===== src/hdl/matcher_cfg_pkg.sv =====
package matcher_cfg_pkg;

    ////////////////////////////////////////////////////////////
    // Sizing
    ////////////////////////////////////////////////////////////

    // Fixed by the binary keypoint format
    localparam int DESC_WIDTH = 64;

    // Defaults handed down by the top level
    localparam int DEFAULT_NUM_ENGINES = 2;
    localparam int DEFAULT_MODEL_DEPTH = 16;

    ////////////////////////////////////////////////////////////
    // Vector types
    ////////////////////////////////////////////////////////////

    typedef logic [DESC_WIDTH-1:0] descriptor_t;
    typedef logic [3:0]            model_addr_t;
    typedef logic [4:0]            model_count_t;
    typedef logic [6:0]            distance_t;
    typedef logic [7:0]            query_id_t;

    // Reported when a query was searched against an empty model set
    localparam distance_t NO_MODEL_DIST = '1;

endpackage


===== src/hdl/matcher_msg_pkg.sv =====
package matcher_msg_pkg;

    import matcher_cfg_pkg::*;

    ////////////////////////////////////////////////////////////
    // Load port
    ////////////////////////////////////////////////////////////

    typedef enum logic {
        MODEL = 1'b0,
        QUERY = 1'b1
    } load_kind_e;

    // Id only means something for QUERY words
    typedef struct packed {
        load_kind_e  kind;
        query_id_t   id;
        descriptor_t desc;
    } load_word_t;

    ////////////////////////////////////////////////////////////
    // Memory read request and match result
    ////////////////////////////////////////////////////////////

    typedef struct packed {
        model_addr_t addr;
    } read_req_t;

    typedef struct packed {
        query_id_t   id;
        model_addr_t index;
        distance_t   distance;
    } match_rec_t;

endpackage


===== src/hdl/brute_force_matcher.sv =====
`timescale 1ns/1ns

module brute_force_matcher
    import matcher_cfg_pkg::*;
    import matcher_msg_pkg::*;
#(
    parameter int NUM_ENGINES = DEFAULT_NUM_ENGINES,
    parameter int MODEL_DEPTH = DEFAULT_MODEL_DEPTH
) (
    input  logic                   interface_clk,
    input  logic                   rst,
    input  logic                   i_load_valid,
    input  load_word_t             i_load_word,
    input  logic [NUM_ENGINES-1:0] i_match_ready,
    output logic                   o_load_ready,
    output logic [NUM_ENGINES-1:0] o_match_valid,
    output match_rec_t             o_match [NUM_ENGINES]
);

    // Dispatch side
    logic                   wr_en;
    model_addr_t            wr_addr;
    descriptor_t            wr_desc;
    logic [NUM_ENGINES-1:0] query_start;
    query_id_t              query_id;
    descriptor_t            query_desc;
    model_count_t           model_count;
    logic [NUM_ENGINES-1:0] engine_busy;

    // Shared read path
    logic [NUM_ENGINES-1:0] req;
    logic [NUM_ENGINES-1:0] ack;
    read_req_t              req_addr [NUM_ENGINES];
    model_addr_t            rd_addr;
    descriptor_t            rd_desc;
    descriptor_t            bus_desc;

    descriptor_dispatch #(
        .NUM_ENGINES (NUM_ENGINES),
        .MODEL_DEPTH (MODEL_DEPTH)
    ) u_dispatch (
        .interface_clk (interface_clk),
        .rst           (rst),
        .i_load_valid  (i_load_valid),
        .i_load_word   (i_load_word),
        .i_engine_busy (engine_busy),
        .o_load_ready  (o_load_ready),
        .o_wr_en       (wr_en),
        .o_wr_addr     (wr_addr),
        .o_wr_desc     (wr_desc),
        .o_query_start (query_start),
        .o_query_id    (query_id),
        .o_query_desc  (query_desc),
        .o_model_count (model_count)
    );

    model_descriptor_memory #(
        .MODEL_DEPTH (MODEL_DEPTH)
    ) u_memory (
        .interface_clk (interface_clk),
        .i_wr_en       (wr_en),
        .i_wr_addr     (wr_addr),
        .i_wr_desc     (wr_desc),
        .i_rd_addr     (rd_addr),
        .o_rd_desc     (rd_desc)
    );

    memory_read_arbiter #(
        .NUM_ENGINES (NUM_ENGINES)
    ) u_arbiter (
        .interface_clk (interface_clk),
        .rst           (rst),
        .i_req         (req),
        .i_req_addr    (req_addr),
        .i_rd_desc     (rd_desc),
        .o_ack         (ack),
        .o_rd_addr     (rd_addr),
        .o_desc        (bus_desc)
    );

    for (genvar i = 0; i < NUM_ENGINES; i++) begin : g_engine
        match_engine u_engine (
            .interface_clk (interface_clk),
            .rst           (rst),
            .i_query_start (query_start[i]),
            .i_query_id    (query_id),
            .i_query_desc  (query_desc),
            .i_model_count (model_count),
            .i_ack         (ack[i]),
            .i_desc        (bus_desc),
            .i_match_ready (i_match_ready[i]),
            .o_busy        (engine_busy[i]),
            .o_req         (req[i]),
            .o_req_addr    (req_addr[i]),
            .o_match_valid (o_match_valid[i]),
            .o_match       (o_match[i])
        );
    end

endmodule


===== src/hdl/descriptor_dispatch.sv =====
`timescale 1ns/1ns

module descriptor_dispatch
    import matcher_cfg_pkg::*;
    import matcher_msg_pkg::*;
#(
    parameter int NUM_ENGINES = DEFAULT_NUM_ENGINES,
    parameter int MODEL_DEPTH = DEFAULT_MODEL_DEPTH
) (
    input  logic                   interface_clk,
    input  logic                   rst,
    input  logic                   i_load_valid,
    input  load_word_t             i_load_word,
    input  logic [NUM_ENGINES-1:0] i_engine_busy,
    output logic                   o_load_ready,
    output logic                   o_wr_en,
    output model_addr_t            o_wr_addr,
    output descriptor_t            o_wr_desc,
    output logic [NUM_ENGINES-1:0] o_query_start,
    output query_id_t              o_query_id,
    output descriptor_t            o_query_desc,
    output model_count_t           o_model_count
);

    localparam int PTR_WIDTH = (NUM_ENGINES > 1) ? $clog2(NUM_ENGINES) : 1;
    localparam logic [PTR_WIDTH-1:0] LAST_PTR = PTR_WIDTH'(NUM_ENGINES - 1);
    localparam model_count_t FULL_COUNT = model_count_t'(MODEL_DEPTH);

    logic [PTR_WIDTH-1:0] engine_ptr;
    model_count_t         model_count;
    logic                 is_model;
    logic                 accept;

    assign is_model = (i_load_word.kind == MODEL);

    // A new model must not change the set under an active scan
    assign o_load_ready = is_model ? ~|i_engine_busy : ~i_engine_busy[engine_ptr];
    assign accept       = i_load_valid & o_load_ready;

    // Models past the depth are accepted and dropped
    assign o_wr_en   = accept & is_model & (model_count < FULL_COUNT);
    assign o_wr_addr = model_addr_t'(model_count);
    assign o_wr_desc = i_load_word.desc;

    // Query strobe to the engine under the pointer
    always_comb begin
        o_query_start = '0;
        if (accept && !is_model) begin
            o_query_start[engine_ptr] = 1'b1;
        end
    end

    assign o_query_id    = i_load_word.id;
    assign o_query_desc  = i_load_word.desc;
    assign o_model_count = model_count;

    always_ff @(posedge interface_clk) begin
        if (rst) begin
            model_count <= '0;
            engine_ptr  <= '0;
        end else begin
            if (o_wr_en) begin
                model_count <= model_count + 1'b1;
            end
            if (accept && !is_model) begin
                if (engine_ptr == LAST_PTR) begin
                    engine_ptr <= '0;
                end else begin
                    engine_ptr <= engine_ptr + 1'b1;
                end
            end
        end
    end

endmodule


===== src/hdl/match_engine.sv =====
`timescale 1ns/1ns

module match_engine
    import matcher_cfg_pkg::*;
    import matcher_msg_pkg::*;
(
    input  logic         interface_clk,
    input  logic         rst,
    input  logic         i_query_start,
    input  query_id_t    i_query_id,
    input  descriptor_t  i_query_desc,
    input  model_count_t i_model_count,
    input  logic         i_ack,
    input  descriptor_t  i_desc,
    input  logic         i_match_ready,
    output logic         o_busy,
    output logic         o_req,
    output read_req_t    o_req_addr,
    output logic         o_match_valid,
    output match_rec_t   o_match
);

    typedef enum logic [1:0] {
        IDLE,
        REQUEST,
        RELEASE,
        REPORT
    } eng_state_e;

    eng_state_e   state;
    query_id_t    query_id;
    descriptor_t  query_desc;
    model_count_t model_count;
    model_addr_t  model_addr;
    model_addr_t  best_index;
    distance_t    best_dist;
    distance_t    cur_dist;
    logic         last_model;

    // Population count of the differing bits
    function automatic distance_t hamming(input descriptor_t a, input descriptor_t b);
        descriptor_t diff;
        distance_t   ones;
        diff = a ^ b;
        ones = '0;
        for (int k = 0; k < DESC_WIDTH; k++) begin
            ones = ones + distance_t'(diff[k]);
        end
        return ones;
    endfunction

    assign cur_dist   = hamming(query_desc, i_desc);
    assign last_model = ((model_count_t'(model_addr) + 1'b1) == model_count);

    ////////////////////////////////////////////////////////////
    // Scan control
    ////////////////////////////////////////////////////////////

    always_ff @(posedge interface_clk) begin
        if (rst) begin
            state      <= IDLE;
            model_addr <= '0;
        end else begin
            case (state)
                IDLE: begin
                    if (i_query_start) begin
                        model_addr <= '0;
                        state      <= (i_model_count == '0) ? REPORT : REQUEST;
                    end
                end
                REQUEST: begin
                    if (i_ack) begin
                        state <= RELEASE;
                    end
                end
                // Wait for ack low before the next request
                RELEASE: begin
                    if (!i_ack) begin
                        if (last_model) begin
                            state <= REPORT;
                        end else begin
                            model_addr <= model_addr + 1'b1;
                            state      <= REQUEST;
                        end
                    end
                end
                REPORT: begin
                    if (i_match_ready) begin
                        state <= IDLE;
                    end
                end
                default: state <= IDLE;
            endcase
        end
    end

    // Strict compare keeps the lower index on a tie
    always_ff @(posedge interface_clk) begin
        if (state == IDLE && i_query_start) begin
            query_id    <= i_query_id;
            query_desc  <= i_query_desc;
            model_count <= i_model_count;
            best_dist   <= NO_MODEL_DIST;
            best_index  <= '0;
        end else if (state == REQUEST && i_ack && cur_dist < best_dist) begin
            best_dist  <= cur_dist;
            best_index <= model_addr;
        end
    end

    assign o_busy        = (state != IDLE);
    assign o_req         = (state == REQUEST);
    assign o_req_addr    = '{addr: model_addr};
    assign o_match_valid = (state == REPORT);
    assign o_match       = '{id: query_id, index: best_index, distance: best_dist};

endmodule


===== src/hdl/memory_read_arbiter.sv =====
`timescale 1ns/1ns

module memory_read_arbiter
    import matcher_cfg_pkg::*;
    import matcher_msg_pkg::*;
#(
    parameter int NUM_ENGINES = DEFAULT_NUM_ENGINES
) (
    input  logic                   interface_clk,
    input  logic                   rst,
    input  logic [NUM_ENGINES-1:0] i_req,
    input  read_req_t              i_req_addr [NUM_ENGINES],
    input  descriptor_t            i_rd_desc,
    output logic [NUM_ENGINES-1:0] o_ack,
    output model_addr_t            o_rd_addr,
    output descriptor_t            o_desc
);

    localparam int SEL_WIDTH = (NUM_ENGINES > 1) ? $clog2(NUM_ENGINES) : 1;
    localparam logic [SEL_WIDTH-1:0] LAST_SEL = SEL_WIDTH'(NUM_ENGINES - 1);

    typedef enum logic [1:0] {
        IDLE,
        READ,
        ACK,
        RELEASE
    } arb_state_e;

    arb_state_e           state;
    logic [SEL_WIDTH-1:0] grant_sel;
    logic [SEL_WIDTH-1:0] prio_ptr;
    logic [SEL_WIDTH-1:0] next_sel;
    logic                 next_found;
    model_addr_t          rd_addr_q;

    // First requester at or after the priority pointer
    always_comb begin : pick_next
        int cand;
        next_sel   = '0;
        next_found = 1'b0;
        for (int off = 0; off < NUM_ENGINES; off++) begin
            cand = int'(prio_ptr) + off;
            if (cand >= NUM_ENGINES) begin
                cand = cand - NUM_ENGINES;
            end
            if (!next_found && i_req[cand]) begin
                next_found = 1'b1;
                next_sel   = SEL_WIDTH'(cand);
            end
        end
    end

    ////////////////////////////////////////////////////////////
    // Four-phase sequencing
    ////////////////////////////////////////////////////////////

    always_ff @(posedge interface_clk) begin
        if (rst) begin
            state     <= IDLE;
            grant_sel <= '0;
            prio_ptr  <= '0;
        end else begin
            case (state)
                IDLE: begin
                    if (next_found) begin
                        grant_sel <= next_sel;
                        prio_ptr  <= (next_sel == LAST_SEL) ? '0 : next_sel + 1'b1;
                        state     <= READ;
                    end
                end
                // Memory registers the address here
                READ:    state <= ACK;
                ACK: begin
                    if (!i_req[grant_sel]) begin
                        state <= RELEASE;
                    end
                end
                RELEASE: state <= IDLE;
                default: state <= IDLE;
            endcase
        end
    end

    // Address is held for the whole transfer
    always_ff @(posedge interface_clk) begin
        if (state == IDLE && next_found) begin
            rd_addr_q <= i_req_addr[next_sel].addr;
        end
    end

    always_comb begin
        o_ack = '0;
        if (state == ACK) begin
            o_ack[grant_sel] = 1'b1;
        end
    end

    assign o_rd_addr = rd_addr_q;
    assign o_desc    = i_rd_desc;

endmodule


===== src/hdl/model_descriptor_memory.sv =====
`timescale 1ns/1ns

module model_descriptor_memory
    import matcher_cfg_pkg::*;
#(
    parameter int MODEL_DEPTH = DEFAULT_MODEL_DEPTH
) (
    input  logic        interface_clk,
    input  logic        i_wr_en,
    input  model_addr_t i_wr_addr,
    input  descriptor_t i_wr_desc,
    input  model_addr_t i_rd_addr,
    output descriptor_t o_rd_desc
);

    ////////////////////////////////////////////////////////////
    // Storage
    ////////////////////////////////////////////////////////////

    descriptor_t mem [MODEL_DEPTH];

    always_ff @(posedge interface_clk) begin
        if (i_wr_en) begin
            mem[i_wr_addr] <= i_wr_desc;
        end
    end

    ////////////////////////////////////////////////////////////
    // Read port
    ////////////////////////////////////////////////////////////

    // One cycle from address to data
    always_ff @(posedge interface_clk) begin
        o_rd_desc <= mem[i_rd_addr];
    end

endmodule


===== config.mk =====
export PLATFORM = sky130hd
export DESIGN_NAME = brute_force_matcher
export DESIGN_NICKNAME = d
export VERILOG_FILES = /design/src/hdl/matcher_cfg_pkg.sv /design/src/hdl/matcher_msg_pkg.sv /design/src/hdl/brute_force_matcher.sv /design/src/hdl/descriptor_dispatch.sv /design/src/hdl/match_engine.sv /design/src/hdl/memory_read_arbiter.sv /design/src/hdl/model_descriptor_memory.sv
export SDC_FILE = /design/constraint.sdc
export NUM_CORES = 1
export LEC_CHECK = 0
export BUFFER_PORTS_ARGS = -buffer_cell sky130_fd_sc_hd__buf_2
export CORE_ASPECT_RATIO = 0.9
export CORE_UTILIZATION = 67
export DETAILED_ROUTE_END_ITERATION = 12
export PLACE_DENSITY = 0.85
export SLEW_MARGIN = 20
export SYNTH_ARGS = -nofsm -noshare
export SYNTH_HDL_FRONTEND = slang
export SYNTH_SLANG_ARGS = --single-unit

===== constraint.sdc =====
create_clock -name interface_clk -period 23.3 [get_ports interface_clk]
set_input_delay 1.165 -clock interface_clk [delete_from_list [all_inputs] [get_ports interface_clk]]
set_output_delay 1.165 -clock interface_clk [all_outputs]
set_load 0.005 [all_outputs]

==> impl_metrics.tcl <==
set metrics [dict create \
    status "finished clean" \
    finalCriticalPeriod_ns 8.818 \
    worstMarginPinSlew_ns 1.057 \
    async_flop_share_pct 0 \
    cts_tree "built" \
    track_usage_pct 32.18 \
    cts_buffer_depth 3 \
    yosys_warnings 0 \
    cts_inserted_buffers 119 \
    synth-seq-area-share_pct 72.89 \
    vias 25041 \
    hold_slack_ns 0.4887 \
    io_pins 119 \
    core_mm2 0.07627 \
    wl_per_cell_um 32.87 \
    setup_viol 0 \
    synth_nets 2602 \
    required_ns 23.88 \
    antenna_found_initial 10 \
    insertion_delay_ns 0.69 \
    worstSetupPathType "register to register" \
    io_buffer_count 118 \
    initial_core_util_pct 67.73 \
    ctsHoldBuffers 0 \
    ys_types 61 \
    slew_headroom_pct 29.51 \
    syn_area_per_cell_um2 21.85 \
    syn-cell-area_mm2 0.05166 \
    dr_wl_met2_mm 62.31 \
    rr_endpoint "g_engine[0].u_engine.best_dist[4]$_SDFFE_PP1P_" \
    synthTopCellsByArea "edfxtp_1 (69%), mux4_2 (12%), dfxtp_1 (4.2%)" \
    hold_end "g_engine[1].u_engine.best_index[3]$_SDFFE_PP0P_" \
    path_common_cell "fa_1" \
    cp_slowest_cell "o21a_1" \
    dp.final_hpwl_mm 63.86 \
    timing.final.crit_share_pct 37.85 \
    syn_inst 2364 \
    rrSetupSlack_ns 14.48 \
    core.rowCount 96 \
    clock_skew_ns 0.01675 \
    yosys.area.top_type "edfxtp_1" \
    synth_top_area_share_pct 68.70 \
    area_growth_pct 10.98 \
    timing.final.ws_setup_ns 14.48 \
    endpoint_kind "register" \
    ff2ff_path_depth 28 \
    drive_gt1_share_pct 23.92 \
    drc 0 \
    grt_max_degree 156 \
    grt.overflow.total 0 \
    hold_path_depth 2 \
    cts_resized 0 \
    gp_congestion 0.8464 \
    clk_pin_slew_ns 0.07 \
    drv_slew 0 \
    arrival_ns 9.40 \
    ys_seq_elements 1290 \
    cts_htree_levels 3 \
    top_layer_used "met5" \
    wl_met3_mm 11.38 \
    clock-sinks 1290 \
    grt_pass1_wl_mm 176.7 \
    hold_class "register to register" \
    timing.max_cap.violations 0 \
    viasPerCell 6.771 \
    max_stage_delay_ns 0.66 \
    antenna_left 0 \
    drt_wl_total_mm 121.6 \
    critPathMaxFanout 17 \
    fmax_ghz 0.1134 \
    final-hold-violation-count 0 \
    cp-start-kind "register" \
    holdCritStartpoint "g_engine[1].u_engine.best_index[3]$_SDFFE_PP0P_" \
    wl_met1_mm 43.78 \
    drt_iter0_drc 3356 \
    firstDrtPassIters 5 \
    critical_path.reg2reg.startpoint "g_engine[0].u_engine.query_desc[46]$_DFFE_PP_" \
    die_x_um 294.7 \
    grt_setup_unrepaired "false" \
    root_buffer "clkbuf_16" \
    synth_edf_count 1182 \
    tns_ns 0 \
    final_nets 2800 \
    post-place-ws_ns 14.66 \
    synthFlopType "edfxtp_1" \
    grt_pass1_vias 26251 \
    postCtsSetupRepairBufs 0 \
    cp-startpoint "g_engine[0].u_engine.query_desc[46]$_DFFE_PP_" \
    die_area_mm2 0.07823 \
    die_y_um 265.4 \
]
## synth_stat cells, drive strengths merged, types with 3 or more instances
master  count
a31o        3
nand3       6
buf        52
nand2b     13
a211oi      7
ha         52
and4b       3
a31oi       3
nor2       47
o211ai      4
mux2i      15
nand2      26
edfxtp   1182
mux4      320
o21a        5
nor3b       3
a21o        8
mux2        4
xor2       33
xnor2     114
nor3        9
inv       123
nand4       5
dfxtp     108
nor2b       6
fa        108
a211o       8
clkbuf     35
a21oi      17
o21ai      14
## layout make-up
type,instances,area (um^2)
multi-input cells,862,13060
inverters,125,474.2
clock inverters,66,544.3
flip-flops and latches,1290,37660
well taps,1029,1287
clock buffers,160,3338
diodes,2,5.005
repair buffers,164,973.4
fillers,3826,18940
## per-layer routing
layer | track usage, % | vias to the layer above
met1 | 43.42 | 13166
met3 | 6.175 | 310
met5 | 0 | -
met2 | 53.63 | 1661
li1 | - | 9896
met4 | 10.84 | 8
## cell families after synthesis
group,Yosys count,synth area share [%]
DFF,1290,72.89
muxes,339,14.70
buffers and inverters,212,2.056
adders and majority gates,160,5.444
xor gates and xnor gates,147,2.492
and+or+nand+nor,130,1.242
AOI/OAI and AO/OA,86,1.179
## through the flow
stage          area, um^2  utilization, %  cells
2_1_floorplan       51660               -   2364
3_3_place_gp        53430           70.05   3469
3_5_place_dp        53430           70.05   3469
4_1_cts             57310           75.14   3695
5_1_grt             57340           75.17   3697
6_report            57340           75.17   3698
## registers in the layout, indices dropped and copies added, names as in the netlist, 2 cells and up
| register | cells |
|---|---|
| g_engine.u_engine.best_index | 8 |
| u_arbiter.state | 2 |
| u_arbiter.o_rd_addr | 4 |
| u_memory.mem | 1024 |
| g_engine.u_engine.state | 4 |
| g_engine.u_engine.query_id | 16 |
| g_engine.u_engine.o_req_addr | 8 |
| g_engine.u_engine.query_desc | 128 |
| u_memory.o_rd_desc | 64 |
| g_engine.u_engine.model_count | 10 |
| u_dispatch.o_model_count | 5 |
| g_engine.u_engine.best_dist | 14 |
## worst max-delay path: cells and delay by family (launching register included)
family	cells	cell delay [ns]
flip-flops	1	0.42
buffers and inverters	6	0.45
AO/OA/AOI/OAI	7	2.26
AND/OR/NAND/NOR	3	0.26
adder cells (fa/ha/maj)	11	5.13
XOR/XNOR	1	0.19
## placed cells by master (no fill, tap or decap), types with 6 or more instances in the layout
cell,netlist,layout
buf_2,7,118
xnor2_1,114,114
xor2_1,33,33
mux4_2,269,269
a211oi_1,6,6
clkinv_2,0,25
nor2_1,47,35
ha_1,52,52
nand2_1,26,26
clkbuf_16,0,124
mux2i_1,15,15
nand2b_1,13,13
buf_4,9,43
nor2b_1,6,6
nand3_1,6,6
clkbuf_8,0,10
inv_1,123,122
fa_1,108,108
clkbuf_1,35,26
a21oi_1,16,15
clkinv_1,2,24
edfxtp_1,1182,1182
a211o_1,8,8
o21ai_0,14,14
dfxtp_1,108,108
bufinv_16,0,8
mux4_1,51,51
a21o_1,8,8
nor2_4,0,12
## how the worst max path moves through the flow
stage | endpoint | slack, ns | cells past startpoint
3_5_place_dp | g_engine[1].u_engine.best_dist[6]$_SDFFE_PP1P_ | 14.66 | 25
5_1_grt | g_engine[0].u_engine.best_dist[4]$_SDFFE_PP1P_ | 14.12 | 28
4_1_cts | g_engine[0].u_engine.best_dist[4]$_SDFFE_PP1P_ | 14.56 | 28
3_3_place_gp | g_engine[1].u_engine.best_dist[4]$_SDFFE_PP1P_ | 14.94 | 25
2_1_floorplan | g_engine[0].u_engine.best_index[1]$_SDFFE_PP0P_ | 15.71 | 29
6_report | g_engine[0].u_engine.best_dist[4]$_SDFFE_PP1P_ | 14.48 | 28
Power is not shown: default switching activity piles up to over one toggle a cycle in this logic, so the estimate is an artifact.
